`src/hw/cpuPkg.sv`:
```
package cpuPkg;

  //////////////////////////////////////////////////////////////////////
  // Widths that carry a meaning
  //////////////////////////////////////////////////////////////////////
  typedef logic [15:0] wordT;    // Data word and byte address
  typedef logic [3:0]  regIdxT;  // Register number, r0 reads as zero
  typedef logic [2:0]  flagsT;   // Packed as {Z, V, N}
  typedef logic [3:0]  opcodeT;  // Instruction bits 15:12
  typedef logic [2:0]  condT;    // Branch condition, bits 11:9

  // Bit positions inside flagsT
  localparam int FlagZ = 2;
  localparam int FlagV = 1;
  localparam int FlagN = 0;

  //////////////////////////////////////////////////////////////////////
  // Opcodes
  //////////////////////////////////////////////////////////////////////
  localparam opcodeT OpAdd = 4'b0000;  // Saturating add
  localparam opcodeT OpSub = 4'b0001;  // Saturating subtract
  localparam opcodeT OpXor = 4'b0010;
  localparam opcodeT OpLw  = 4'b1000;  // rd = mem[rs + 2*off]
  localparam opcodeT OpSw  = 4'b1001;  // mem[rs + 2*off] = rd
  localparam opcodeT OpLlb = 4'b1010;  // rd = sext(imm8)
  localparam opcodeT OpB   = 4'b1100;  // Conditional, pc-relative
  localparam opcodeT OpHlt = 4'b1111;

  // Branch conditions, tested against the stored flags
  localparam condT CondNe = 3'b000;
  localparam condT CondEq = 3'b001;
  localparam condT CondGt = 3'b010;
  localparam condT CondLt = 3'b011;
  localparam condT CondGe = 3'b100;
  localparam condT CondLe = 3'b101;
  localparam condT CondOv = 3'b110;
  localparam condT CondAl = 3'b111;  // Unconditional

  // Unified memory depth in 16-bit words
  localparam int MemWords = 256;

endpackage

```
`src/hw/ctrlBus.sv`:
```
`timescale 1ns/1ns

interface ctrlBus;

  logic irLoad;    // Capture instruction at pc
  logic opLatch;   // Capture register operands
  logic aluLoad;   // Result register, flags on ADD/SUB/XOR
  logic memWrite;  // Data port store
  logic memRead;   // Data port load, data valid next cycle
  logic regWrite;  // Write-back into rd
  logic pcStep;    // pc + 2
  logic pcLoad;    // pc = branch target
  logic memToReg;  // Write-back source is memory
  logic brTaken;   // Branch condition status from the ALU

  // Sequencer side
  modport ctrl (output irLoad, opLatch, aluLoad, memWrite, memRead,
                output regWrite, pcStep, pcLoad, memToReg, input brTaken);

  // Datapath side, strobes only
  modport dp (input irLoad, opLatch, aluLoad, memWrite, memRead,
              input regWrite, pcStep, pcLoad, memToReg);

endinterface

```
`src/hw/pcCounter.sv`:
```
`timescale 1ns/1ns

module pcCounter (
  input  logic         clk,
  input  logic         rstN,
  ctrlBus.dp           bus,
  input  cpuPkg::wordT target,  // Branch destination
  output cpuPkg::wordT pc
);

  cpuPkg::wordT pcPlus2;

  assign pcPlus2 = pc + 16'd2;  // Word-aligned step

  always_ff @(posedge clk) begin
    if (!rstN) begin
      pc <= '0;               // Program starts at address 0
    end else if (bus.pcLoad) begin
      pc <= target;           // Taken branch
    end else if (bus.pcStep) begin
      pc <= pcPlus2;
    end
  end

endmodule

```
`src/flat_wrapper.sv`:
```
// flat-port wrapper written by rule: the top's interface ports become plain ports
module pcCounter_flat 
  (clk, rstN, target, pc, bus_irLoad, bus_opLatch, bus_aluLoad, bus_memWrite, bus_memRead, bus_regWrite, bus_pcStep, bus_pcLoad, bus_memToReg);
  ctrlBus bus_i ();
  input  logic clk;
  input  logic rstN;
  input  cpuPkg::wordT target;
  output cpuPkg::wordT pc;
  input wire logic [$bits(bus_i.irLoad)-1:0] bus_irLoad;
  input wire logic [$bits(bus_i.opLatch)-1:0] bus_opLatch;
  input wire logic [$bits(bus_i.aluLoad)-1:0] bus_aluLoad;
  input wire logic [$bits(bus_i.memWrite)-1:0] bus_memWrite;
  input wire logic [$bits(bus_i.memRead)-1:0] bus_memRead;
  input wire logic [$bits(bus_i.regWrite)-1:0] bus_regWrite;
  input wire logic [$bits(bus_i.pcStep)-1:0] bus_pcStep;
  input wire logic [$bits(bus_i.pcLoad)-1:0] bus_pcLoad;
  input wire logic [$bits(bus_i.memToReg)-1:0] bus_memToReg;
  assign bus_i.irLoad = bus_irLoad;
  assign bus_i.opLatch = bus_opLatch;
  assign bus_i.aluLoad = bus_aluLoad;
  assign bus_i.memWrite = bus_memWrite;
  assign bus_i.memRead = bus_memRead;
  assign bus_i.regWrite = bus_regWrite;
  assign bus_i.pcStep = bus_pcStep;
  assign bus_i.pcLoad = bus_pcLoad;
  assign bus_i.memToReg = bus_memToReg;
  pcCounter u_core (.clk(clk), .rstN(rstN), .bus(bus_i), .target(target), .pc(pc));
endmodule
```
`config.mk`:
```
export PLATFORM = sky130hd
export DESIGN_NAME = pcCounter_flat
export DESIGN_NICKNAME = d
export VERILOG_FILES = /design/src/hw/cpuPkg.sv /design/src/hw/ctrlBus.sv /design/src/hw/pcCounter.sv /design/src/flat_wrapper.sv
export SDC_FILE = /design/constraint.sdc
export NUM_CORES = 1
export LEC_CHECK = 0
export BUFFER_PORTS_ARGS = -buffer_cell sky130_fd_sc_hd__buf_4
export CORE_MARGIN = 2
export CORE_UTILIZATION = 45
export DETAILED_ROUTE_END_ITERATION = 6
export PLACE_DENSITY = 0.9
export SYNTH_ARGS = -nofsm -noshare
export SYNTH_HDL_FRONTEND = slang
export SYNTH_SLANG_ARGS = --single-unit
```
`constraint.sdc`:
```
create_clock -name clk -period 2.7 [get_ports clk]
set_input_delay 0 -clock clk [delete_from_list [all_inputs] [get_ports clk]]
set_output_delay 0 -clock clk [all_outputs]
set_load 0.02 [all_outputs]
```
==> results_dict.tcl <==
set metrics [dict create \
    drive_above_1_share_pct 27.66 \
    synth_compound_area_share_pct 17.93 \
    hold_violations 1 \
    cpPeakStageDelay_ps 420 \
    r2r-end "u_core.pc[11]" \
    cp.arrival_ps 1660 \
    cp_max_fo 5 \
    hpwl_um 1442 \
    startpoint "u_core.pc[1]" \
    power_density_nw_per_um2 447.8 \
    cpMaxStageDelayCell "dfxtp_1" \
    reg_top3 "u_core.pc x16" \
    crit_buf_inv 0 \
    die_y_um 46.78 \
    peakVddDrop_mv 0.2947 \
    start_util_pct 47.68 \
    synth_top_family_by_area "simple AND/OR/NAND/NOR gates" \
    worstSetupStartpointType "flop" \
    relSlewSlack_pct 51.26 \
    overflow 0 \
    grt_pass1_vias 810 \
    synth.top_cell.area_share_pct 38.91 \
    die_width_um 46.78 \
    cts_tree "done" \
    r2r-start "u_core.pc[1]" \
    path_delay_family "simple AND/OR/NAND/NOR gates" \
    violations "negative hold slack" \
    crit_chain "ha_1 > and4_1 > and4_1 > xnor2_1 > a21oi_1" \
    drc 0 \
    synth_cells 95 \
    cts-root-buf "clkbuf_4" \
    synthSimpleGateAreaFrac_pct 19.45 \
    ios 43 \
    grtUsageTotal_pct 21.48 \
    vias 878 \
    ys_warn_count 0 \
    wl_per_cell_um 12.70 \
    outcome "complete, but fails checks" \
    tightestPinTransition_ps 730.4 \
    layout_commonest_cell "buf_4" \
    regMostFlops "u_core.pc" \
    antenna_found_initial 0 \
    setup_tns_ps 0 \
    syn_nets 123 \
    portBuffers 35 \
    worst_clock_skew_ps 11.82 \
    fmax_mhz 671.8 \
    slew_violations 0 \
    drt_pass1_iterations 4 \
    reg2regPathDepth 5 \
    post-place-ws_ps 1214 \
    avgViaCountPerCell 5.289 \
    synth_area_sq_um 823.3 \
    crit_cells 5 \
    synth_fa_ha_area_share_pct 1.520 \
    gp_congestion 0.7857 \
    crit_end "u_core.pc[11]" \
    power_uw 567.5 \
    die_area_sq_um 2188 \
    rows 15 \
    maxCapViolations 0 \
    fin_util_pct 73.41 \
    fin_crit_sh_pct 55.13 \
    cp-end-kind "flop" \
    grt_pass1_wl_um 3318 \
    setup_slack_ps 1211 \
    grt_max_degree 30 \
    largest_reg_flops 16 \
    rsz0062_at_grt "no" \
    layout_common_cells "buf_4, dfxtp_1, dlygate4sd3_1" \
    avgSynthCellArea_sq_um 8.666 \
    muxShareOfSynthArea_pct 2.432 \
    holdPathStages 3 \
    p_leak_nw 0.5641 \
    synthTopCellsByArea "dfxtp_1, xor2_1, a21oi_1" \
    yosysTopAreaCell "dfxtp_1" \
    totalWireLength_um 2109 \
    ys_types 21 \
    setup_viol 0 \
    area_growth_pct 53.95 \
    min_path_type "input port to flop" \
    required_ps 2870 \
    min_period_ps 1489 \
    clk_latency_ps 300 \
    postRouteAntennaNets 0 \
    r2r_slack_ps 1210 \
    initialDrtViolationCount 27 \
    synth_sequential_area_ratio_pct 38.91 \
    synth-seq-cells 16 \
    diodes 0 \
    final_nets 170 \
    timing.critical_path.mode_cell "and4_1" \
    cts_resized 0 \
    clockBufferDepth 2 \
    cts_sinks 16 \
    synthXorXnorAreaFrac_pct 14.89 \
    crit_type "flop to flop" \
    clkSlewWorstSetupHoldPaths_ps 100 \
    core_area_sq_um 1727 \
    htreeDepth 1 \
    hold_slack_ps -10.19 \
    cts_buffers 3 \
]
power breakdown:
group	total [mW]	internal [mW]	switching (mW)
Combinational	0.130	0.0720	0.0582
Clock	0.163	0.0823	0.0808
Sequential	0.274	0.253	0.0214
kinds of logic after synthesis:
group,count (synthesis)
compound gates,25
simple gates,28
mux,2
buf+inv,9
flops,16
xor+xnor,14
fa+ha+maj,1
stage by stage:
stage	cell area, sq um	cells
6_report	1267	166
3_5_place_dp	1081	147
3_3_place_gp	1081	147
2_1_floorplan	823.3	95
4_1_cts	1247	164
5_1_grt	1267	166
synthesized netlist by cell type:
cell / instances
a21boi_1: 1
a21oi_1: 10
and2_1: 1
and3_1: 1
and4_1: 4
buf_2: 2
buf_4: 1
clkbuf_1: 5
dfxtp_1: 16
ha_1: 1
inv_1: 1
mux2i_1: 2
nand2_1: 7
nand3_1: 6
nand4_1: 6
nor2b_1: 1
nor4_1: 2
o211a_1: 4
o21ai_0: 10
xnor2_1: 5
xor2_1: 9
tightest hold or removal path, cell delays in order:
cell and delay (ps):
buf_4 70, o21ai_0 60, a21oi_1 110
per-layer routing:
| layer | wire [um] | track usage, % | vias up |
|---|---|---|---|
| met5 | 0 | 0 | - |
| met1 | 834 | 25.65 | 411 |
| met4 | 51 | 13.33 | 0 |
| li1 | - | - | 434 |
| met2 | 1139 | 35.89 | 27 |
| met3 | 84 | 3.462 | 6 |
layout make-up:
class                      count  area (sq um)
tap                           25         31.28
inverter                       1         3.754
fill                         128         459.2
timing repair buffer          50         412.9
multi-input combinational     70         462.9
sequential                    16         320.3
clock buffer                   4         36.28
how the worst min path moves through the flow:
stage / from / end / slack (ps)
floorplan: rstN / u_core.pc[0] / 130
global placement: target[2] / u_core.pc[2] / 220
detailed placement: target[3] / u_core.pc[3] / 230
CTS: bus_pcLoad / u_core.pc[0] / 2
global route: target[10] / u_core.pc[10] / 20
finish: target[10] / u_core.pc[10] / -10
timing repair:
action,in CTS,in global routing
setup buffers,0,0
hold buffers,13,2
endpoints found under the hold margin,12,2
(Power assumes the default switching activity.)
