**config.mk**
```make
export PLATFORM = sky130hd
export DESIGN_NAME = regFile_flat
export DESIGN_NICKNAME = d
export VERILOG_FILES = /design/src/hw/cpuPkg.sv /design/src/hw/ctrlBus.sv /design/src/hw/regFile.sv /design/src/flat_wrapper.sv
export SDC_FILE = /design/constraint.sdc
export NUM_CORES = 1
export LEC_CHECK = 0
export BUFFER_PORTS_ARGS = -buffer_cell sky130_fd_sc_hd__buf_4
export CORE_MARGIN = 3
export CORE_UTILIZATION = 25
export CTS_CLUSTER_DIAMETER = 200
export DETAILED_ROUTE_END_ITERATION = 16
export MAX_ROUTING_LAYER = met4
export SLEW_MARGIN = 25
export SYNTH_ARGS = -nofsm -noshare
export SYNTH_HDL_FRONTEND = slang
export SYNTH_SLANG_ARGS = --single-unit
```
**constraint.sdc**
```tcl
create_clock -name clk -period 2.5 [get_ports clk]
set_input_delay 0.25 -clock clk [delete_from_list [all_inputs] [get_ports clk]]
set_output_delay 0.25 -clock clk [all_outputs]
set_load 0.005 [all_outputs]
```
**src/hw/cpuPkg.sv**
```systemverilog
package cpuPkg;

  //////////////////////////////////////////////////////////////////////
  // Widths that carry a meaning
  //////////////////////////////////////////////////////////////////////
  typedef logic [15:0] wordT;    // Data word and byte address
  typedef logic [3:0]  regIdxT;  // Register number, r0 reads as zero
  typedef logic [2:0]  flagsT;   // Packed as {Z, V, N}
  typedef logic [3:0]  opcodeT;  // Instruction bits 15:12
  typedef logic [2:0]  condT;    // Branch condition, bits 11:9

  // Bit positions inside flagsT
  localparam int FlagZ = 2;
  localparam int FlagV = 1;
  localparam int FlagN = 0;

  //////////////////////////////////////////////////////////////////////
  // Opcodes
  //////////////////////////////////////////////////////////////////////
  localparam opcodeT OpAdd = 4'b0000;  // Saturating add
  localparam opcodeT OpSub = 4'b0001;  // Saturating subtract
  localparam opcodeT OpXor = 4'b0010;
  localparam opcodeT OpLw  = 4'b1000;  // rd = mem[rs + 2*off]
  localparam opcodeT OpSw  = 4'b1001;  // mem[rs + 2*off] = rd
  localparam opcodeT OpLlb = 4'b1010;  // rd = sext(imm8)
  localparam opcodeT OpB   = 4'b1100;  // Conditional, pc-relative
  localparam opcodeT OpHlt = 4'b1111;

  // Branch conditions, tested against the stored flags
  localparam condT CondNe = 3'b000;
  localparam condT CondEq = 3'b001;
  localparam condT CondGt = 3'b010;
  localparam condT CondLt = 3'b011;
  localparam condT CondGe = 3'b100;
  localparam condT CondLe = 3'b101;
  localparam condT CondOv = 3'b110;
  localparam condT CondAl = 3'b111;  // Unconditional

  // Unified memory depth in 16-bit words
  localparam int MemWords = 256;

endpackage

```
**src/hw/ctrlBus.sv**
```systemverilog
`timescale 1ns/1ns

interface ctrlBus;

  logic irLoad;    // Capture instruction at pc
  logic opLatch;   // Capture register operands
  logic aluLoad;   // Result register, flags on ADD/SUB/XOR
  logic memWrite;  // Data port store
  logic memRead;   // Data port load, data valid next cycle
  logic regWrite;  // Write-back into rd
  logic pcStep;    // pc + 2
  logic pcLoad;    // pc = branch target
  logic memToReg;  // Write-back source is memory
  logic brTaken;   // Branch condition status from the ALU

  // Sequencer side
  modport ctrl (output irLoad, opLatch, aluLoad, memWrite, memRead,
                output regWrite, pcStep, pcLoad, memToReg, input brTaken);

  // Datapath side, strobes only
  modport dp (input irLoad, opLatch, aluLoad, memWrite, memRead,
              input regWrite, pcStep, pcLoad, memToReg);

endinterface

```
**src/hw/regFile.sv**
```systemverilog
`timescale 1ns/1ns

module regFile (
  input  logic           clk,
  input  logic           rstN,
  ctrlBus.dp             bus,
  input  cpuPkg::regIdxT rsIdx,
  input  cpuPkg::regIdxT rtIdx,   // rd for SW
  input  cpuPkg::regIdxT rdIdx,
  input  cpuPkg::wordT   wrData,
  output cpuPkg::wordT   rsData,  // Held from opLatch onward
  output cpuPkg::wordT   rtData
);

  cpuPkg::wordT regs [2**$bits(cpuPkg::regIdxT)];

  // Write port, r0 is never written
  always_ff @(posedge clk) begin
    if (bus.regWrite && (rdIdx != '0)) regs[rdIdx] <= wrData;
  end

  // Operand latches, r0 reads as zero
  always_ff @(posedge clk) begin
    if (!rstN) begin
      rsData <= '0;
      rtData <= '0;
    end else if (bus.opLatch) begin
      rsData <= (rsIdx == '0) ? '0 : regs[rsIdx];
      rtData <= (rtIdx == '0) ? '0 : regs[rtIdx];
    end
  end

endmodule

```
**src/flat_wrapper.sv**
```systemverilog
// flat-port wrapper written by rule: the top's interface ports become plain ports
module regFile_flat 
  (clk, rstN, rsIdx, rtIdx, rdIdx, wrData, rsData, rtData, bus_irLoad, bus_opLatch, bus_aluLoad, bus_memWrite, bus_memRead, bus_regWrite, bus_pcStep, bus_pcLoad, bus_memToReg);
  ctrlBus bus_i ();
  input  logic clk;
  input  logic rstN;
  input  cpuPkg::regIdxT rsIdx;
  input  cpuPkg::regIdxT rtIdx;
  input  cpuPkg::regIdxT rdIdx;
  input  cpuPkg::wordT wrData;
  output cpuPkg::wordT rsData;
  output cpuPkg::wordT rtData;
  input wire logic [$bits(bus_i.irLoad)-1:0] bus_irLoad;
  input wire logic [$bits(bus_i.opLatch)-1:0] bus_opLatch;
  input wire logic [$bits(bus_i.aluLoad)-1:0] bus_aluLoad;
  input wire logic [$bits(bus_i.memWrite)-1:0] bus_memWrite;
  input wire logic [$bits(bus_i.memRead)-1:0] bus_memRead;
  input wire logic [$bits(bus_i.regWrite)-1:0] bus_regWrite;
  input wire logic [$bits(bus_i.pcStep)-1:0] bus_pcStep;
  input wire logic [$bits(bus_i.pcLoad)-1:0] bus_pcLoad;
  input wire logic [$bits(bus_i.memToReg)-1:0] bus_memToReg;
  assign bus_i.irLoad = bus_irLoad;
  assign bus_i.opLatch = bus_opLatch;
  assign bus_i.aluLoad = bus_aluLoad;
  assign bus_i.memWrite = bus_memWrite;
  assign bus_i.memRead = bus_memRead;
  assign bus_i.regWrite = bus_regWrite;
  assign bus_i.pcStep = bus_pcStep;
  assign bus_i.pcLoad = bus_pcLoad;
  assign bus_i.memToReg = bus_memToReg;
  regFile u_core (.clk(clk), .rstN(rstN), .bus(bus_i), .rsIdx(rsIdx), .rtIdx(rtIdx), .rdIdx(rdIdx), .wrData(wrData), .rsData(rsData), .rtData(rtData));
endmodule
```
==> impl_metrics.py <==
metrics = {
    "global_routing": {
        "antenna_found_initial": 1,
        "grt_max_degree": 41,
        "grt_pass1_wl_mm": 49.9,
        "grt_overflow": 0,
        "grt_pass1_vias": 7464,
        "grt_usage": 0.130,
    },
    "critical_path": {
        "reg2reg_depth": 4,
        "r2r-end": "u_core.rsData[14]",
        "endpoint_kind": "flip-flop",
        "timing.reg2reg.setup_slack_ns": 0.96,
        "worstPathRequired_ns": 2.93,
        "startpoint_type": "flip-flop",
        "worst-path-max-fanout": 2,
        "crit_type": "reg -> reg",
        "cp.arrival_ns": 1.97,
        "timing.rr.start": "u_core.regs[4][14]",
    },
    "power_and_ir_drop": {
        "powerDensity_nw_per_um2": 702,
        "peakVddDrop_uv": 488,
        "leakagePower_nw": 5.09,
    },
    "placement": {
        "routabilityCongestion": 0.788,
        "hpwl_mm": 20.8,
        "place_area_um2": 14200,
        "portBuffers": 63,
    },
    "synth": {
        "yosysTopAreaCellShare": 0.609,
        "seq_area_frac_synth": 0.659,
        "syn_avg_cell_area_um2": 19.1,
        "ys_top_cells_by_count": "256 x edfxtp_1, 106 x mux4_2, 37 x nor2_1, 32 x dfxtp_1, 32 x mux2i_1",
        "synth_flop_cell": "edfxtp_1",
        "synthArstFlopShare": 0,
        "ys_ff_latch": 288,
        "yosys_warnings": 0,
        "synth_edf_count": 256,
        "synth_top_area_cell": "edfxtp_1",
        "netlist_instances": 662,
        "synth_cell_type_count": 33,
        "synthTopCellsByArea": "edfxtp_1 61%, mux4_2 19%, dfxtp_1 5.1%",
        "synth_area_um2": 12600,
        "synth_most_common_cell": "edfxtp_1",
    },
    "clocking": {
        "clk_pin_slew_worst_paths_ns": 0.06,
        "cts_tree": "yes",
        "clk_latency_ns": 0.55,
        "cts_sinks": 288,
        "cts-root-buf": "clkbuf_16",
        "htree_levels": 1,
        "cts-buffers-inserted": 29,
        "postCtsSetupBuffers": 0,
        "clockBufferDepth": 3,
    },
    "cells_and_area": {
        "drive_gt1_frac": 0.365,
        "nets": 814,
        "fin_area_um2": 15300,
        "area_growth_pct": 21.2,
    },
    "worst_hold_path": {
        "hold_class": "in -> reg",
        "min_from": "wrData[2]",
        "hold_path_depth": 1,
        "whs_endpoint": "u_core.regs[2][2]",
    },
    "sta": {
        "period_needed_ns": 1.54,
        "maxSlewHeadroom": 0.556,
        "setup_viol_count_final": 0,
        "slew_viol_final": 0,
        "rsz0062_at_grt": "false",
        "hold_viol": 0,
        "hold_ws_ns": 0.0155,
        "setup-tns-final_ns": 0,
        "period_share": 0.618,
        "worst_pin_slew_ns": 0.665,
        "fin_skew_ns": 0.00917,
        "fmax_mhz": 648,
    },
    "floorplan": {
        "pin_count": 71,
        "dieArea_um2": 53300,
        "die_h_um": 231,
        "initial_core_util": 0.255,
        "core_area_um2": 49500,
        "die_w_um": 231,
        "rows": 81,
    },
    "routing": {
        "drtPass1Iterations": 5,
        "route.detailed.drc": 0,
        "met3_length_mm": 2.25,
        "wl_met2_mm": 17.4,
        "m1WireLength_mm": 13.7,
        "drtIter0Drc": 812,
        "route.detailed.wl_per_inst_um": 23.3,
        "drt-total-wl_mm": 34.1,
        "vias": 7044,
        "top_layer_used": "met4",
        "viasPerCell": 4.81,
        "ant_nets": 0,
    },
    "outcome": {
        "status": "completed",
    },
    "job": {
        "cap_violations": 0,
    },
}
final cells by class:
cell class                      instances  area [um^2]
Antenna cell                            1         2.50
Clock inverter                         15          186
Clock buffer                           39          783
Fill cell                            4815        34200
Multi-Input combinational cell        338         4130
Timing Repair Buffer                  117         1040
Inverter                                1         3.75
Tap cell                              664          831
Sequential cell                       288         8330
cell usage in the layout (no fill, tap or decap), drive strengths merged:
| cell | count |
|---|---|
| nor3b | 1 |
| mux4 | 111 |
| clkbuf | 39 |
| inv | 3 |
| a211o | 15 |
| dlygate4sd3 | 11 |
| mux2 | 16 |
| dfxtp | 32 |
| a221o | 1 |
| buf | 106 |
| a221oi | 16 |
| nor2 | 37 |
| a22oi | 16 |
| conb | 16 |
| nand2 | 18 |
| or3b | 1 |
| nor2b | 10 |
| clkinv | 8 |
| a311oi | 1 |
| bufinv | 4 |
| nor3 | 20 |
| nand2b | 3 |
| clkinvlp | 1 |
| diode | 1 |
| edfxtp | 256 |
| o211ai | 16 |
| nand3b | 2 |
| and4 | 1 |
| or2 | 1 |
| a2111oi | 1 |
| mux2i | 32 |
| or3 | 1 |
| nand3 | 2 |
through the flow:
| step | power (mW) | std cells | setup slack [ns] | util |
|---|---|---|---|---|
| 2_1_floorplan | 6.05 | 677 | 0.495 | - |
| 3_3_place_gp | 6.43 | 1397 | 0.511 | 0.288 |
| 3_5_place_dp | 6.44 | 1397 | 0.506 | 0.288 |
| 4_1_cts | 10.8 | 1462 | 0.982 | 0.309 |
| 5_1_grt | 11.1 | 1463 | 0.843 | 0.309 |
| 6_report | 10.8 | 1463 | 0.956 | 0.309 |
kinds of logic (layout without fill, tap and decap cells):
logic type / Yosys count / in the layout / share of synthesized area
multiplexers: 159 / 159 / 0.239
AO/OA/AOI/OAI: 66 / 66 / 0.0427
AND/OR/NAND/NOR: 97 / 97 / 0.0361
other: 1 / 17 / 0.000297
flip-flops: 288 / 288 / 0.659
buffers and inverters: 51 / 172 / 0.0227
repair_timing:
item                                    4_1_cts  5_1_grt
gates resized for setup                       0        0
hold buffers                                 11        0
endpoints found under the setup margin        0        0
hold endpoints to repair                    168        0
per-layer routing:
| layer | GRT usage | vias up |
|---|---|---|
| li1 | - | 3012 |
| met1 | 0.158 | 3743 |
| met2 | 0.220 | 235 |
| met3 | 0.0269 | 54 |
| met4 | 0.0358 | 0 |
| met5 | - | - |
critical path: stages, from the launching register on:
cell	delay (ns)
edfxtp_1	0.42
nor2b_1	0.15
a2111oi_0	0.38
a311oi_1	0.12
a221o_1	0.36
report_power, final:
group	internal, mW	switching [mW]	total [mW]
Clock	2.62	1.80	4.41
Sequential	5.39	0.0763	5.46
Combinational	0.438	0.439	0.877
Total	8.44	2.31	10.8
flip-flops by register name, summed over array words and instances, names as in the netlist:
register and count:
u_core.regs 256, u_core.rtData 16, u_core.rsData 16
how the worst max path moves through the flow:
stage,to,start,cells after the start
global placement,u_core.rsData[15],rsIdx[0],6
finish,u_core.rsData[14],u_core.regs[4][14],4
floorplan,u_core.regs[8][0],rdIdx[2],2
CTS,u_core.rsData[14],u_core.regs[4][14],4
global route,u_core.rsData[14],u_core.regs[4][14],4
detailed placement,u_core.rsData[9],rsIdx[1],6
Note: power is estimated with default switching activity, not from simulation.
