==> config.mk <==
export PLATFORM = sky130hd
export DESIGN_NAME = aluUnit_flat
export DESIGN_NICKNAME = d
export VERILOG_FILES = /design/src/hw/cpuPkg.sv /design/src/hw/ctrlBus.sv /design/src/hw/aluUnit.sv /design/src/flat_wrapper.sv
export SDC_FILE = /design/constraint.sdc
export NUM_CORES = 1
export LEC_CHECK = 0
export ABC_AREA = 0
export BUFFER_PORTS_ARGS = -buffer_cell sky130_fd_sc_hd__clkbuf_2
export CAP_MARGIN = 5
export CORE_ASPECT_RATIO = 1.75
export CORE_MARGIN = 8
export CORE_UTILIZATION = 58
export CTS_BUF_LIST = sky130_fd_sc_hd__clkbuf_8
export DETAILED_ROUTE_END_ITERATION = 6
export HOLD_SLACK_MARGIN = 0.02
export PLACE_DENSITY = 0.82
export SLEW_MARGIN = 20
export SYNTH_ARGS = -nofsm -noshare
export SYNTH_HDL_FRONTEND = slang
export SYNTH_SLANG_ARGS = --single-unit
==> constraint.sdc <==
create_clock -name clk -period 6.39 [get_ports clk]
set_clock_uncertainty 0.2 [all_clocks]
set_input_delay 1.278 -clock clk [delete_from_list [all_inputs] [get_ports clk]]
set_output_delay 1.278 -clock clk [all_outputs]
set_load 0.03 [all_outputs]
==> src/hw/cpuPkg.sv <==
package cpuPkg;

  //////////////////////////////////////////////////////////////////////
  // Widths that carry a meaning
  //////////////////////////////////////////////////////////////////////
  typedef logic [15:0] wordT;    // Data word and byte address
  typedef logic [3:0]  regIdxT;  // Register number, r0 reads as zero
  typedef logic [2:0]  flagsT;   // Packed as {Z, V, N}
  typedef logic [3:0]  opcodeT;  // Instruction bits 15:12
  typedef logic [2:0]  condT;    // Branch condition, bits 11:9

  // Bit positions inside flagsT
  localparam int FlagZ = 2;
  localparam int FlagV = 1;
  localparam int FlagN = 0;

  //////////////////////////////////////////////////////////////////////
  // Opcodes
  //////////////////////////////////////////////////////////////////////
  localparam opcodeT OpAdd = 4'b0000;  // Saturating add
  localparam opcodeT OpSub = 4'b0001;  // Saturating subtract
  localparam opcodeT OpXor = 4'b0010;
  localparam opcodeT OpLw  = 4'b1000;  // rd = mem[rs + 2*off]
  localparam opcodeT OpSw  = 4'b1001;  // mem[rs + 2*off] = rd
  localparam opcodeT OpLlb = 4'b1010;  // rd = sext(imm8)
  localparam opcodeT OpB   = 4'b1100;  // Conditional, pc-relative
  localparam opcodeT OpHlt = 4'b1111;

  // Branch conditions, tested against the stored flags
  localparam condT CondNe = 3'b000;
  localparam condT CondEq = 3'b001;
  localparam condT CondGt = 3'b010;
  localparam condT CondLt = 3'b011;
  localparam condT CondGe = 3'b100;
  localparam condT CondLe = 3'b101;
  localparam condT CondOv = 3'b110;
  localparam condT CondAl = 3'b111;  // Unconditional

  // Unified memory depth in 16-bit words
  localparam int MemWords = 256;

endpackage

==> src/hw/ctrlBus.sv <==
`timescale 1ns/1ns

interface ctrlBus;

  logic irLoad;    // Capture instruction at pc
  logic opLatch;   // Capture register operands
  logic aluLoad;   // Result register, flags on ADD/SUB/XOR
  logic memWrite;  // Data port store
  logic memRead;   // Data port load, data valid next cycle
  logic regWrite;  // Write-back into rd
  logic pcStep;    // pc + 2
  logic pcLoad;    // pc = branch target
  logic memToReg;  // Write-back source is memory
  logic brTaken;   // Branch condition status from the ALU

  // Sequencer side
  modport ctrl (output irLoad, opLatch, aluLoad, memWrite, memRead,
                output regWrite, pcStep, pcLoad, memToReg, input brTaken);

  // Datapath side, strobes only
  modport dp (input irLoad, opLatch, aluLoad, memWrite, memRead,
              input regWrite, pcStep, pcLoad, memToReg);

endinterface

==> src/hw/aluUnit.sv <==
`timescale 1ns/1ns

module aluUnit (
  input  logic           clk,
  input  logic           rstN,
  ctrlBus.dp             bus,
  input  cpuPkg::opcodeT opcode,
  input  cpuPkg::condT   cond,
  input  cpuPkg::wordT   opA,     // rs
  input  cpuPkg::wordT   opB,     // rt
  input  cpuPkg::wordT   imm,     // LLB byte or scaled LW/SW offset
  output cpuPkg::wordT   result,
  output logic           taken    // Branch condition holds
);

  cpuPkg::wordT  sum;
  cpuPkg::wordT  diff;
  cpuPkg::wordT  satVal;
  cpuPkg::wordT  aluOut;
  cpuPkg::flagsT flags;     // {Z, V, N}
  logic          addOvf;
  logic          subOvf;
  logic          zero;

  assign sum    = opA + opB;
  assign diff   = opA - opB;
  assign addOvf = (opA[15] == opB[15]) && (sum[15] != opA[15]);   // Same signs in, sign flips
  assign subOvf = (opA[15] != opB[15]) && (diff[15] != opA[15]);
  assign satVal = opA[15] ? 16'h8000 : 16'h7fff;  // Clamp toward the sign of opA

  always_comb begin
    case (opcode)
      cpuPkg::OpAdd: aluOut = addOvf ? satVal : sum;
      cpuPkg::OpSub: aluOut = subOvf ? satVal : diff;
      cpuPkg::OpXor: aluOut = opA ^ opB;
      cpuPkg::OpLlb: aluOut = imm;
      default:       aluOut = opA + imm;  // LW/SW effective address
    endcase
  end

  assign zero = (aluOut == '0);

  always_ff @(posedge clk) begin
    if (bus.aluLoad) result <= aluOut;
  end

  //////////////////////////////////////////////////////////////////////
  // Flag register
  //////////////////////////////////////////////////////////////////////
  always_ff @(posedge clk) begin
    if (!rstN) begin
      flags <= '0;
    end else if (bus.aluLoad) begin
      case (opcode)
        cpuPkg::OpAdd: flags <= {zero, addOvf, aluOut[15]};
        cpuPkg::OpSub: flags <= {zero, subOvf, aluOut[15]};
        cpuPkg::OpXor: flags[cpuPkg::FlagZ] <= zero;  // V and N kept
        default: ;
      endcase
    end
  end

  // Condition against stored flags
  always_comb begin
    case (cond)
      cpuPkg::CondNe: taken = !flags[cpuPkg::FlagZ];
      cpuPkg::CondEq: taken = flags[cpuPkg::FlagZ];
      cpuPkg::CondGt: taken = !flags[cpuPkg::FlagZ] && !flags[cpuPkg::FlagN];
      cpuPkg::CondLt: taken = flags[cpuPkg::FlagN];
      cpuPkg::CondGe: taken = flags[cpuPkg::FlagZ] || !flags[cpuPkg::FlagN];
      cpuPkg::CondLe: taken = flags[cpuPkg::FlagZ] || flags[cpuPkg::FlagN];
      cpuPkg::CondOv: taken = flags[cpuPkg::FlagV];
      default:        taken = 1'b1;  // AL
    endcase
  end

endmodule

==> src/flat_wrapper.sv <==
// flat-port wrapper written by rule: the top's interface ports become plain ports
module aluUnit_flat 
  (clk, rstN, opcode, cond, opA, opB, imm, result, taken, bus_irLoad, bus_opLatch, bus_aluLoad, bus_memWrite, bus_memRead, bus_regWrite, bus_pcStep, bus_pcLoad, bus_memToReg);
  ctrlBus bus_i ();
  input  logic clk;
  input  logic rstN;
  input  cpuPkg::opcodeT opcode;
  input  cpuPkg::condT cond;
  input  cpuPkg::wordT opA;
  input  cpuPkg::wordT opB;
  input  cpuPkg::wordT imm;
  output cpuPkg::wordT result;
  output logic taken;
  input wire logic [$bits(bus_i.irLoad)-1:0] bus_irLoad;
  input wire logic [$bits(bus_i.opLatch)-1:0] bus_opLatch;
  input wire logic [$bits(bus_i.aluLoad)-1:0] bus_aluLoad;
  input wire logic [$bits(bus_i.memWrite)-1:0] bus_memWrite;
  input wire logic [$bits(bus_i.memRead)-1:0] bus_memRead;
  input wire logic [$bits(bus_i.regWrite)-1:0] bus_regWrite;
  input wire logic [$bits(bus_i.pcStep)-1:0] bus_pcStep;
  input wire logic [$bits(bus_i.pcLoad)-1:0] bus_pcLoad;
  input wire logic [$bits(bus_i.memToReg)-1:0] bus_memToReg;
  assign bus_i.irLoad = bus_irLoad;
  assign bus_i.opLatch = bus_opLatch;
  assign bus_i.aluLoad = bus_aluLoad;
  assign bus_i.memWrite = bus_memWrite;
  assign bus_i.memRead = bus_memRead;
  assign bus_i.regWrite = bus_regWrite;
  assign bus_i.pcStep = bus_pcStep;
  assign bus_i.pcLoad = bus_pcLoad;
  assign bus_i.memToReg = bus_memToReg;
  aluUnit u_core (.clk(clk), .rstN(rstN), .bus(bus_i), .opcode(opcode), .cond(cond), .opA(opA), .opB(opB), .imm(imm), .result(result), .taken(taken));
endmodule
==> results.md <==
* Async set-reset flop share out of synthesis at 0%
* Clock-pin transition on the worst setup and hold timing paths at 0.06 ns
* Critical path's slowest cell: ha_1
* FMAX at 172 MHz
* TritonCTS clock tree: done
* Sequential share of power at 25.0%
* Ant diodes at 0
* Max Cap Violations at 0
* Die width at 77.0 um
* Slew @ Worst Pin at 0.854 ns
* Max_slew headroom at 43.0%
* Syn Std Cell Area at 3770 um2
* DRC at 0
* Num ports at 83
* Total track usage at 24.0%
* CP delay by family, top: compound AO/OA/AOI/OAI gates
* Clk root buf: clkbuf_8
* Sequential area share after synthesis at 14.3%
* Max-slew violations at 0
* Final nets at 657
* Fraction of layout cells with a size suffix above 1 at 22.2%
* WS Path Type: input pin to flop
* Core area at 6390 um2
* Yosys reg bits at 19
* Worst path cell trace: clkbuf_2 > ha_1 > a21oi_1 > a211oi_2 > a221oi_2 > nor2b_1 > o21a_1 > o21ai_0 > nand2b_1 > a21oi_1 > fa_1 > nor2_1 > nand2_1 > nor2_1 > buf_4 > a21oi_1 > o21ai_0 > a221oi_1 > o21ai_0 > nor3_2 > nand4_1 > o31ai_2
* First-pass GRT wire length at 18800 um
* Fill count at 594
* Synth-to-Final Area Change at 10.3%
* Final Cycle Share at 91.0%
* Via/cell ratio at 6.45
* TritonRoute pass-1 iters at 5
* RD Place Congestion at 0.935
* Top FF cell, synth: edfxtp_1
* Post-synthesis compound-gate area fraction at 31.8%
* P_leak at 1.87 nW
* Clock Sinks at 19
* VDD IR max at 0.0000557 V
* Post-route ant nets at 0
* Final setup violation count at 0
* Detailed Place HPWL at 9800 um
* Fraction of power consumed by the clock network at 12.7%
* Yosys warnings at 0
* RSZ-0062 raised after global routing: false
* Post-layout minimum cycle time at 5.81 ns
* Util after Layout at 65.1%
* 1st-iter DRT viols at 366
* Worst setup EP type: flop
* Combinational family with the most area after synthesis: compound AO/OA/AOI/OAI gates
* Rows at 39
* TritonCTS Buffers at 3
* Hold Crit Class: flop to flop
* Initial Util at 59.1%
* H-tree Lvls at 1
* Max stage delay on crit path at 0.46 ns
* Pint at 0.000350 W
* Worst Setup SP: opA[5]
* Grt total ovfl at 0
* Largest net degree at the start of global routing at 20
* Status: complete, no violations
* Worst Path Arrival at 5.78 ns
* Switching Share at 45.5%
* Hold Vio Cnt, Final at 0
* CTS Buffer Depth at 2
* Adder-cell share of the synthesized area at 17.3%
* Post-Syn Area per Cell at 7.93 um2
* # hold bufs at CTS at 0
* Non-Filler Instances at 623
* CP Buf/Inv Count at 2
* Worst endpoint required time at 6.36 ns
* Clock latency on the worst-skew pair at 0.25 ns
* Synth Instances at 476
* Switching power at 0.000291 W
* Combinational power share at 62.3%
* Cell Pwr Density at 154 nW/um2
* Vias post-DR at 4016
* EDFF count, synth at 16
* Syn_nets at 591
* Post-Place Cells at 619
* Yosys cell types at 83
* Setup Fix Bufs, Post-CTS at 0
* Post-Route Setup TNS at 0 ns
* Die outline area at 9450 um2
* Resize count post-CTS at 0
* Routed WL at 11800 um
* Vias in the first global route at 3935
* Routed wire per std cell at 18.9 um
* Hold Path Origin: u_core.flags[2]
* Antenna violations before repair at 0
* Multiplexer area fraction after synthesis at 1.09%
* Post-Synth Simple-Gate Area at 19.6%
* Critical path startpoint category: input pin
* Die H at 123 um
* Port bufs at 74
* Reg2reg start: u_core.flags[0]
* Worst Path Max Fanout at 12
* Synth Area in XOR/XNOR at 7.19%
-- worst paths after layout --
kind,cells past startpoint,endpoint,slack [ns]
worst max-delay path,22,u_core.flags[2],0.58
worst min-delay path,2,u_core.flags[2],0.34
worst max register to register,2,u_core.flags[0],5.47
worst min register to register,2,u_core.flags[2],0.34
-- cell families after synthesis --
| kind of cell | Yosys count |
|---|---|
| mux | 4 |
| compound gates | 171 |
| simple gates | 144 |
| xor+xnor | 31 |
| flops | 19 |
| buf+inv | 57 |
| fa+ha+maj | 50 |
-- per-stage QoR --
step	hold slack [ns]	setup WS [ns]	cell area (um2)	power, W
2_1_floorplan	0.286	1.53	3770	0.000453
3_3_place_gp	0.305	0.607	4120	0.000547
3_5_place_dp	0.330	0.509	4120	0.000554
4_1_cts	0.342	0.740	4160	0.000635
5_1_grt	0.367	0.271	4160	0.000680
6_report	0.338	0.577	4160	0.000641
-- routing by layer --
| metal | global-route usage, % | wire length, um | vias up | part of all wire, % |
|---|---|---|---|---|
| met5 | 0 | 0 | - | 0 |
| met4 | 15.8 | 782 | 0 | 6.6 |
| met3 | 3.96 | 808 | 65 | 6.9 |
| met2 | 44.3 | 5980 | 214 | 51 |
| met1 | 24.3 | 4220 | 1832 | 36 |
| li1 | - | - | 1905 | - |
-- area by class of cell --
cell class	instances	area (um2)	area share [%]
Clock buffer	3	41.3	0.992
Clock inverter	1	5.00	0.120
Tap cell	82	103	2.46
Multi-Input combinational cell	400	2900	69.8
Timing Repair Buffer	83	438	10.5
Inverter	35	131	3.16
Sequential cell	19	541	13.0
-- worst min-delay path, delay by kind of cell (launching register included) --
kind,cells,cell delay (ns)
DFF,1,0.33
and+or+nand+nor,1,0.10
AOI/OAI and AO/OA,1,0.07
-- cell usage after synthesis, drive strengths merged, types with 11 or more instances --
cell    count  share of area, %
a21oi      57               7.9
clkbuf     15               3.6
edfxtp     16                13
ha         45                15
inv        35               3.5
nand2      31               3.1
nand3      14               2.0
nor2       44               4.4
nor3       11               1.6
o21ai      30               4.1
xnor2      19               4.4
xor2       12               2.8
-- power groups by stage --
stage                     Sequential (W)  Clock [W]  Combinational, W
final                           0.000160  0.0000817          0.000399
after global placement          0.000163          0          0.000384
after floorplan                 0.000197          0          0.000255
after CTS                       0.000160  0.0000823          0.000392
after detailed placement        0.000163          0          0.000391
after global routing            0.000161  0.0000872          0.000431
-- state kept, by name (all words and copies together), names as in the netlist --
signal         cells
u_core.result     16
u_core.flags       3
-- cell usage in the layout, fill, tap and decap left out, types with 5 or more instances in the layout --
| cell | Yosys | final |
|---|---|---|
| inv_1 | 34 | 34 |
| a21oi_1 | 56 | 56 |
| a21o_1 | 6 | 6 |
| o211ai_1 | 9 | 9 |
| xnor2_1 | 19 | 19 |
| a221oi_1 | 5 | 5 |
| a31oi_1 | 6 | 6 |
| clkbuf_2 | 0 | 74 |
| nand3_1 | 13 | 13 |
| nor2_1 | 44 | 44 |
| o21ai_0 | 29 | 29 |
| nor3_1 | 10 | 10 |
| edfxtp_1 | 16 | 16 |
| nor4_1 | 7 | 7 |
| buf_4 | 1 | 9 |
| o221ai_1 | 5 | 5 |
| nand2_1 | 30 | 30 |
| xor2_1 | 12 | 12 |
| ha_1 | 45 | 45 |
| a211oi_1 | 6 | 6 |
Power figures use the tool's default switching activity.
