<file path="src/hw/cpuPkg.sv">
package cpuPkg;

  //////////////////////////////////////////////////////////////////////
  // Widths that carry a meaning
  //////////////////////////////////////////////////////////////////////
  typedef logic [15:0] wordT;    // Data word and byte address
  typedef logic [3:0]  regIdxT;  // Register number, r0 reads as zero
  typedef logic [2:0]  flagsT;   // Packed as {Z, V, N}
  typedef logic [3:0]  opcodeT;  // Instruction bits 15:12
  typedef logic [2:0]  condT;    // Branch condition, bits 11:9

  // Bit positions inside flagsT
  localparam int FlagZ = 2;
  localparam int FlagV = 1;
  localparam int FlagN = 0;

  //////////////////////////////////////////////////////////////////////
  // Opcodes
  //////////////////////////////////////////////////////////////////////
  localparam opcodeT OpAdd = 4'b0000;  // Saturating add
  localparam opcodeT OpSub = 4'b0001;  // Saturating subtract
  localparam opcodeT OpXor = 4'b0010;
  localparam opcodeT OpLw  = 4'b1000;  // rd = mem[rs + 2*off]
  localparam opcodeT OpSw  = 4'b1001;  // mem[rs + 2*off] = rd
  localparam opcodeT OpLlb = 4'b1010;  // rd = sext(imm8)
  localparam opcodeT OpB   = 4'b1100;  // Conditional, pc-relative
  localparam opcodeT OpHlt = 4'b1111;

  // Branch conditions, tested against the stored flags
  localparam condT CondNe = 3'b000;
  localparam condT CondEq = 3'b001;
  localparam condT CondGt = 3'b010;
  localparam condT CondLt = 3'b011;
  localparam condT CondGe = 3'b100;
  localparam condT CondLe = 3'b101;
  localparam condT CondOv = 3'b110;
  localparam condT CondAl = 3'b111;  // Unconditional

  // Unified memory depth in 16-bit words
  localparam int MemWords = 256;

endpackage

</file>
<file path="src/hw/ctrlBus.sv">
`timescale 1ns/1ns

interface ctrlBus;

  logic irLoad;    // Capture instruction at pc
  logic opLatch;   // Capture register operands
  logic aluLoad;   // Result register, flags on ADD/SUB/XOR
  logic memWrite;  // Data port store
  logic memRead;   // Data port load, data valid next cycle
  logic regWrite;  // Write-back into rd
  logic pcStep;    // pc + 2
  logic pcLoad;    // pc = branch target
  logic memToReg;  // Write-back source is memory
  logic brTaken;   // Branch condition status from the ALU

  // Sequencer side
  modport ctrl (output irLoad, opLatch, aluLoad, memWrite, memRead,
                output regWrite, pcStep, pcLoad, memToReg, input brTaken);

  // Datapath side, strobes only
  modport dp (input irLoad, opLatch, aluLoad, memWrite, memRead,
              input regWrite, pcStep, pcLoad, memToReg);

endinterface

</file>
<file path="src/hw/cpuCtrl.sv">
`timescale 1ns/1ns

module cpuCtrl (
  input  logic           clk,
  input  logic           rstN,
  input  cpuPkg::opcodeT opcode,  // From the instruction register
  ctrlBus.ctrl           bus,
  output logic           hlt
);

  typedef enum logic [2:0] {
    Fetch, Decode, Execute, Memory, WriteBack, Halt
  } stateT;

  stateT state;
  stateT nextState;
  logic  isLw;
  logic  isSw;
  logic  isBr;
  logic  writesReg;  // Opcode that ends with a register write

  assign isLw      = (opcode == cpuPkg::OpLw);
  assign isSw      = (opcode == cpuPkg::OpSw);
  assign isBr      = (opcode == cpuPkg::OpB);
  assign writesReg = (opcode == cpuPkg::OpAdd) || (opcode == cpuPkg::OpSub) ||
                     (opcode == cpuPkg::OpXor) || (opcode == cpuPkg::OpLlb) || isLw;

  always_ff @(posedge clk) begin
    if (!rstN) state <= Fetch;
    else       state <= nextState;
  end

  //////////////////////////////////////////////////////////////////////
  // Next state
  //////////////////////////////////////////////////////////////////////
  always_comb begin
    nextState = state;
    case (state)
      Fetch:     nextState = Decode;
      Decode:    nextState = (opcode == cpuPkg::OpHlt) ? Halt : Execute;
      Execute: begin
        if (isBr)              nextState = Fetch;      // Branch resolves here
        else if (isLw || isSw) nextState = Memory;
        else                   nextState = WriteBack;
      end
      Memory:    nextState = isLw ? WriteBack : Fetch;  // SW is done after the store
      WriteBack: nextState = Fetch;
      Halt:      nextState = Halt;                      // Left only by reset
      default:   nextState = Fetch;
    endcase
  end

  //////////////////////////////////////////////////////////////////////
  // Strobes, one clock each in their state
  //////////////////////////////////////////////////////////////////////
  always_comb begin
    bus.irLoad   = 1'b0;
    bus.opLatch  = 1'b0;
    bus.aluLoad  = 1'b0;
    bus.memWrite = 1'b0;
    bus.memRead  = 1'b0;
    bus.regWrite = 1'b0;
    bus.pcStep   = 1'b0;
    bus.pcLoad   = 1'b0;
    bus.memToReg = 1'b0;
    case (state)
      Fetch:  bus.irLoad  = 1'b1;
      Decode: bus.opLatch = 1'b1;
      Execute: begin
        if (isBr) begin
          bus.pcLoad = bus.brTaken;   // Jump
          bus.pcStep = !bus.brTaken;  // Fall through
        end else begin
          bus.aluLoad = 1'b1;         // Result or address
        end
      end
      Memory: begin
        bus.memRead  = isLw;
        bus.memWrite = isSw;
        bus.pcStep   = isSw;
      end
      WriteBack: begin
        bus.regWrite = writesReg;     // Unused opcodes behave as no-ops
        bus.memToReg = isLw;
        bus.pcStep   = 1'b1;
      end
      default: ;
    endcase
  end

  assign hlt = (state == Halt);

endmodule

</file>
<file path="src/flat_wrapper.sv">
// flat-port wrapper written by rule: the top's interface ports become plain ports
module cpuCtrl_flat 
  (clk, rstN, opcode, hlt, bus_irLoad, bus_opLatch, bus_aluLoad, bus_memWrite, bus_memRead, bus_regWrite, bus_pcStep, bus_pcLoad, bus_memToReg, bus_brTaken);
  ctrlBus bus_i ();
  input  logic clk;
  input  logic rstN;
  input  cpuPkg::opcodeT opcode;
  output logic hlt;
  output wire logic [$bits(bus_i.irLoad)-1:0] bus_irLoad;
  output wire logic [$bits(bus_i.opLatch)-1:0] bus_opLatch;
  output wire logic [$bits(bus_i.aluLoad)-1:0] bus_aluLoad;
  output wire logic [$bits(bus_i.memWrite)-1:0] bus_memWrite;
  output wire logic [$bits(bus_i.memRead)-1:0] bus_memRead;
  output wire logic [$bits(bus_i.regWrite)-1:0] bus_regWrite;
  output wire logic [$bits(bus_i.pcStep)-1:0] bus_pcStep;
  output wire logic [$bits(bus_i.pcLoad)-1:0] bus_pcLoad;
  output wire logic [$bits(bus_i.memToReg)-1:0] bus_memToReg;
  input wire logic [$bits(bus_i.brTaken)-1:0] bus_brTaken;
  assign bus_irLoad = bus_i.irLoad;
  assign bus_opLatch = bus_i.opLatch;
  assign bus_aluLoad = bus_i.aluLoad;
  assign bus_memWrite = bus_i.memWrite;
  assign bus_memRead = bus_i.memRead;
  assign bus_regWrite = bus_i.regWrite;
  assign bus_pcStep = bus_i.pcStep;
  assign bus_pcLoad = bus_i.pcLoad;
  assign bus_memToReg = bus_i.memToReg;
  assign bus_i.brTaken = bus_brTaken;
  cpuCtrl u_core (.clk(clk), .rstN(rstN), .opcode(opcode), .bus(bus_i), .hlt(hlt));
endmodule
</file>
<file path="config.mk">
export PLATFORM = sky130hd
export DESIGN_NAME = cpuCtrl_flat
export DESIGN_NICKNAME = d
export VERILOG_FILES = /design/src/hw/cpuPkg.sv /design/src/hw/ctrlBus.sv /design/src/hw/cpuCtrl.sv /design/src/flat_wrapper.sv
export SDC_FILE = /design/constraint.sdc
export NUM_CORES = 1
export LEC_CHECK = 0
export BUFFER_PORTS_ARGS = -buffer_cell sky130_fd_sc_hd__buf_2
export CAP_MARGIN = 20
export CORE_AREA = 2 2 39 41
export CTS_BUF_LIST = sky130_fd_sc_hd__clkbuf_16
export DETAILED_ROUTE_END_ITERATION = 8
export DIE_AREA = 0 0 41 43
export GPL_TIMING_DRIVEN = 0
export PLACE_DENSITY = 0.48
export SLEW_MARGIN = 40
export SYNTH_ARGS = -nofsm -noshare
export SYNTH_HDL_FRONTEND = slang
export SYNTH_SLANG_ARGS = --single-unit
export TNS_END_PERCENT = 1
</file>
<file path="constraint.sdc">
create_clock -name clk -period 1.67 [get_ports clk]
set_clock_uncertainty 0.05 [all_clocks]
set_input_delay 0.167 -clock clk [delete_from_list [all_inputs] [get_ports clk]]
set_output_delay 0.167 -clock clk [all_outputs]
set_load 0.02 [all_outputs]
</file>
==> run_results.csv, run 1 <==
group,metric,value,unit
outcome,outcome,"finished clean",
cells_and_area,final_nets,68,
routing,dr.pass1.iters,4,
yosys,synth_edf_count,0,
cells_and_area,reg_top3,"u_core.state: 3 flops",
routing,wl_per_cell,11.7,µm
floorplan,die_w,41,µm
floorplan,coreArea,1380,µm²
clock_network,postCtsHoldBufs,0,
worst_setup_path,cp-start-kind,"register",
yosys,synthTopCellsByArea,"dfxtp_1, nor2_1, a41oi_1",
pwr,leakagePower,0.250,nW
worst_setup_path,cp.required,1.45,ns
global_routing,grt_pass1_wl,1.22,mm
worst_setup_path,r2r-start,"u_core.state[0]",
clock_network,clkLatencyLatePin,0.22,ns
yosys,ys_async_sr_fraction,0,%
yosys,ys_seq_elements,3,
yosys,synth_top_cell_by_area,"dfxtp_1",
worst_setup_path,r2r_cells,5,
cells_and_area,drive_gt1_share,50.0,%
pwr,p_int,0.000443,W
timing,hold_violations,0,
pwr,pwr-share-clk,62.6,%
floorplan,dieArea,1760,µm²
cells_and_area,regMostFlops,"u_core.state",
timing,grt_setup_unrepaired,"yes",
pwr,vdd_ir_drop_max,0.996,mV
cells_and_area,final_core_util,36.6,%
worst_setup_path,crit_path_max_fanout,9,
worst_setup_path,endpoint_kind,"output pin",
routing,ant_nets,0,
yosys,ys_dominant_reg_cell,"dfxtp_1",
clock_network,postCtsSetupRepairBufs,0,
yosys,synth_cells,41,
floorplan,start_util,22.6,%
floorplan,die_y,43,µm
clock_network,cts_resized,3,
clock_network,cts_tree,"yes",
yosys,yosysMostFrequentCell,"nor2_1",
clock_network,path_clk_slew,0.03,ns
placement,gp_congestion,0.704,
cells_and_area,fillers,161,
pwr,pwr-share-seq,15.6,%
pwr,pwr-share-comb,21.8,%
pwr,swShare,25.3,%
pwr,p_per_area,1170,nW/µm²
yosys,synth_warnings,0,
yosys,ys_seq_area_share,19.2,%
global_routing,grtUsageTotal,10.0,%
pwr,power,0.000593,W
routing,via_per_inst,4.97,
min_path,hold_path_class,"in -> reg",
pwr,power.switching,0.000150,W
timing,slew_headroom,76.7,%
worst_setup_path,crit_path_end,"bus_regWrite",
timing,worst_slew_pin_slew,0.348,ns
yosys,syn-num-nets,48,
clock_network,cts_made_buffers,3,
routing,wl,888,µm
job,max-cap-violations,0,
timing,fin_crit_sh,98.1,%
worst_setup_path,ff2ff_setup_slack,0.29,ns
routing,route.vias.total,378,
clock_network,root_buffer,"clkbuf_16",
cells_and_area,multiInputGateArea,244,µm²
cells_and_area,area_growth,62.0,%
worst_setup_path,timing.rr.end,"u_core.state[2]",
yosys,ys_types,28,
worst_setup_path,arrival,1.42,ns
global_routing,antenna_found_initial,0,
floorplan,rows,14,
yosys,synth_top_area_share,19.2,%
cells_and_area,largest_register_ffs,3,
yosys,synthTopCellsByCount,"nor2_1, dfxtp_1, nand2_1, nor3_1",
clock_network,htree_levels,1,
global_routing,grt_max_degree,10,
timing,layout_min_cycle_time,1.64,ns
worst_setup_path,cp-startpoint,"u_core.state[0]",
clock_network,cts_max_path_buffers,2,
floorplan,pin_count,17,
routing,first_iter_violations,3,
global_routing,grt_pass1_vias,299,
placement,port_buffers,15,
timing,setup_violations,0,
worst_setup_path,critPathKind,"reg -> out",
clock_network,clock_sink_count,3,
timing,max_freq,610,MHz
cells_and_area,seq_area,65.1,µm²
placement,dp_hpwl,649,µm
yosys,syn_area_per_cell,7.63,µm²
yosys,syn-cell-area,313,µm²
cells_and_area,num_antenna_cells,0,
min_path,hp-start,"rstN",
global_routing,grt_remaining_overflow,0,
timing,drv_slew,0,
routing,route.detailed.drc,0,
power by group through the flow:
stage               Clock, W  Combinational (W)  Sequential [W]
floorplan                  0          0.0000865       0.0000888
global placement           0           0.000123       0.0000913
detailed placement         0           0.000123       0.0000924
CTS                 0.000381           0.000126       0.0000922
global route        0.000386           0.000141       0.0000942
finish              0.000371           0.000129       0.0000924
final cells by class:
type / instances / share of cell area, %
multi-input combinational: 33 / 48.1
clock inverter: 1 / 0.741
timing repair buffer: 15 / 15.3
inverter: 3 / 2.22
sequential: 3 / 12.8
tap: 16 / 3.95
clock buffer: 3 / 14.8
buffer: 2 / 1.98
placed cells by master (no fill, tap or decap), types with 2 or more instances in the layout:
cell type and n:
clkbuf_16 3, nand2_1 3, buf_2 16, inv_1 3
nor2_1 5, or3b_4 2, a41oi_1 2, nor3_1 2
nor3_2 2
through the flow:
| stage | setup TNS (ns) | setup WS [ns] | cell area (µm²) | hold slack, ns | instances |
|---|---|---|---|---|---|
| CTS | 0 | 0.000298 | 495 | 0.149 | 76 |
| finish | 0 | 0.0314 | 507 | 0.145 | 76 |
| global placement | 0 | 0.156 | 408 | 0.376 | 72 |
| global route | -0.0119 | -0.0119 | 507 | 0.153 | 76 |
| detailed placement | 0 | 0.125 | 408 | 0.376 | 72 |
| floorplan | 0 | 0.0984 | 313 | 0.245 | 41 |
worst max-delay path, cell delays in order (launching register included):
cell and delay, ns:
dfxtp_1 0.29, buf_2 0.17, or3_4 0.40, nor3_1 0.16
buf_2 0.18
worst min-delay path by stage:
| stage | slack [ns] | end | depth (start not counted) |
|---|---|---|---|
| CTS | 0.15 | u_core.state[2] | 2 |
| finish | 0.15 | u_core.state[2] | 2 |
| detailed placement | 0.38 | u_core.state[2] | 2 |
| floorplan | 0.25 | u_core.state[2] | 1 |
| global route | 0.15 | u_core.state[1] | 2 |
| global placement | 0.38 | u_core.state[2] | 2 |
kinds of logic (layout without fill, tap and decap cells):
group / Yosys count / after routing / share of synthesized area [%]
simple gates: 24 / 24 / 51.6
compound gates: 9 / 9 / 22.4
buf+inv: 5 / 24 / 6.80
flops: 3 / 3 / 19.2
per-layer routing:
layer	part of all wire (%)	GRT usage, %	vias up
li1	-	-	192
met1	47	12.8	173
met2	47	15.9	13
met3	5.5	4.71	0
met4	0	0	0
met5	0	0	-
(Power assumes the default switching activity.)
==> run 2, diff against run 1 <==
--- a/config.mk
+++ b/config.mk
@@ -7,12 +7,14 @@
 export LEC_CHECK = 0
 export BUFFER_PORTS_ARGS = -buffer_cell sky130_fd_sc_hd__buf_2
 export CAP_MARGIN = 20
+export CELL_PAD_IN_SITES_DETAIL_PLACEMENT = 0
+export CELL_PAD_IN_SITES_GLOBAL_PLACEMENT = 1
 export CORE_AREA = 2 2 39 41
 export CTS_BUF_LIST = sky130_fd_sc_hd__clkbuf_16
 export DETAILED_ROUTE_END_ITERATION = 8
 export DIE_AREA = 0 0 41 43
 export GPL_TIMING_DRIVEN = 0
-export PLACE_DENSITY = 0.48
+export PLACE_DENSITY = 0.64
 export SLEW_MARGIN = 40
 export SYNTH_ARGS = -nofsm -noshare
 export SYNTH_HDL_FRONTEND = slang
==> run_results.csv, run 2 (same netlist as run 1, synthesis figures left out) <==
group,metric,value,unit
cells_and_area,drive_gt1_share,50.0,%
routing,first_iter_violations,6,
min_path,hold_path_class,"in -> reg",
cells_and_area,reg_top3,"u_core.state: 3 flops",
placement,placed_cell_area,408,µm²
timing,worst_slew_pin_slew,0.374,ns
routing,wl_met1,405,µm
routing,dr.pass1.iters,4,
global_routing,grt_pass1_wl,1.30,mm
worst_setup_path,crit_path_max_fanout,9,
clock_network,postCtsHoldBufs,0,
floorplan,start_util,22.6,%
clock_network,path_clk_slew,0.03,ns
routing,via_per_inst,4.91,
pwr,vdd_ir_drop_max,0.903,mV
floorplan,rows,14,
cells_and_area,fin_area,507,µm²
clock_network,clkLatencyLatePin,0.22,ns
pwr,p_int,0.000443,W
floorplan,coreArea,1380,µm²
global_routing,grt_remaining_overflow,0,
pwr,swShare,25.2,%
timing,max_freq,615,MHz
pwr,pwr-share-comb,21.9,%
cells_and_area,area_growth,62.0,%
worst_setup_path,cp-start-kind,"register",
pwr,pwr-share-seq,15.5,%
pwr,power.switching,0.000149,W
floorplan,die_y,43,µm
timing,hold_ws,0.154,ns
placement,gp_congestion,0.695,
worst_setup_path,endpoint_kind,"output pin",
cells_and_area,num_antenna_cells,0,
routing,ant_nets,0,
timing,slew_headroom,75.0,%
job,max-cap-violations,0,
pwr,pwr-share-clk,62.6,%
clock_network,cts_max_path_buffers,2,
cells_and_area,final_core_util,36.6,%
timing,drv_slew,0,
cells_and_area,regMostFlops,"u_core.state",
routing,top_layer_used,"met3",
timing,setup_violations,0,
outcome,outcome,"finished clean",
placement,dp_hpwl,645,µm
routing,wl,886,µm
timing,fin_crit_sh,97.3,%
routing,wl_per_cell,11.7,µm
clock_network,cts_tree,"yes",
timing,grt_setup_unrepaired,"yes",
routing,wl_met2,431,µm
cells_and_area,final_common_cell,"buf_2",
global_routing,antenna_found_initial,0,
pwr,p_per_area,1170,nW/µm²
routing,route.detailed.drc,0,
clock_network,root_buffer,"clkbuf_16",
timing,layout_min_cycle_time,1.62,ns
routing,route.vias.total,373,
pwr,leakagePower,0.250,nW
timing,hold_violations,0,
clock_network,postCtsSetupRepairBufs,0,
global_routing,grt_pass1_vias,324,
cells_and_area,fillers,150,
cells_and_area,final_nets,68,
global_routing,grt_max_degree,10,
routing,wl_met3,49,µm
worst_setup_path,critPathKind,"reg -> out",
worst_setup_path,arrival,1.41,ns
worst_setup_path,cp.required,1.45,ns
floorplan,die_w,41,µm
floorplan,pin_count,17,
clock_network,cts_made_buffers,3,
placement,port_buffers,15,
cells_and_area,largest_register_ffs,3,
cells_and_area,final_cell_mix,"buf_2, nor2_1, inv_1, nand2_1, clkbuf_16",
floorplan,dieArea,1760,µm²
global_routing,grtUsageTotal,11.0,%
clock_network,htree_levels,1,
clock_network,clock_sink_count,3,
## run 2: cell counts in the layout (fill, tap and decap cells not counted)
No cell type changed its count.
## run 2: what timing repair did
action                                  4_1_cts  5_1_grt
resized for setup                             2        5
hold endpoints to repair                      0        0
endpoints found under the setup margin        2        3
gates cloned                                  0        0
## run 2: metrics by stage
stage                     std cells  setup WS [ns]  TNS [ns]  total power (W)
after floorplan                  41         0.0984         0         0.000175
after global placement           72          0.154         0         0.000215
after detailed placement         72          0.152         0         0.000215
after CTS                        76         0.0107         0         0.000598
after global routing             76       -0.00384  -0.00384         0.000621
final                            76         0.0453         0         0.000592
## run 2: worst paths after layout
path,start,end,slack [ns],depth (start not counted)
setup / recovery,u_core.state[0],bus_regWrite,0.05,4
hold / removal,rstN,u_core.state[1],0.15,2
setup reg to reg,u_core.state[0],u_core.state[2],0.28,5
hold reg to reg,u_core.state[2],u_core.state[1],0.53,2
## run 2: area by class of cell
type                       instances  area [µm²]  share of cell area (%)
timing repair buffer              15        77.6                    15.3
clock inverter                     1        3.75                   0.741
clock buffer                       3        75.1                    14.8
inverter                           3        11.3                    2.22
sequential                         3        65.1                    12.8
multi-input combinational         33         244                    48.1
tap                               16        20.0                    3.95
buffer                             2        10.0                    1.98
## run 2: critical path, cell delays in order, from the launching register on
cell and delay [ns]:
dfxtp_1 0.28, buf_2 0.16, or3_4 0.40, nor3_1 0.16, buf_2 0.18
## run 2: metal layers
metal  vias up  track usage [%]
met4         0             2.00
met1       172             13.1
met5         -                0
met3         0             6.28
li1        191                -
met2        10             16.9
## run 2: power groups by stage
stage / Clock (W) / Sequential, W / Combinational (W)
after floorplan: 0 / 0.0000888 / 0.0000865
after global placement: 0 / 0.0000914 / 0.000124
after detailed placement: 0 / 0.0000914 / 0.000124
after CTS: 0.000380 / 0.0000914 / 0.000127
after global routing: 0.000388 / 0.0000932 / 0.000141
final: 0.000370 / 0.0000918 / 0.000129
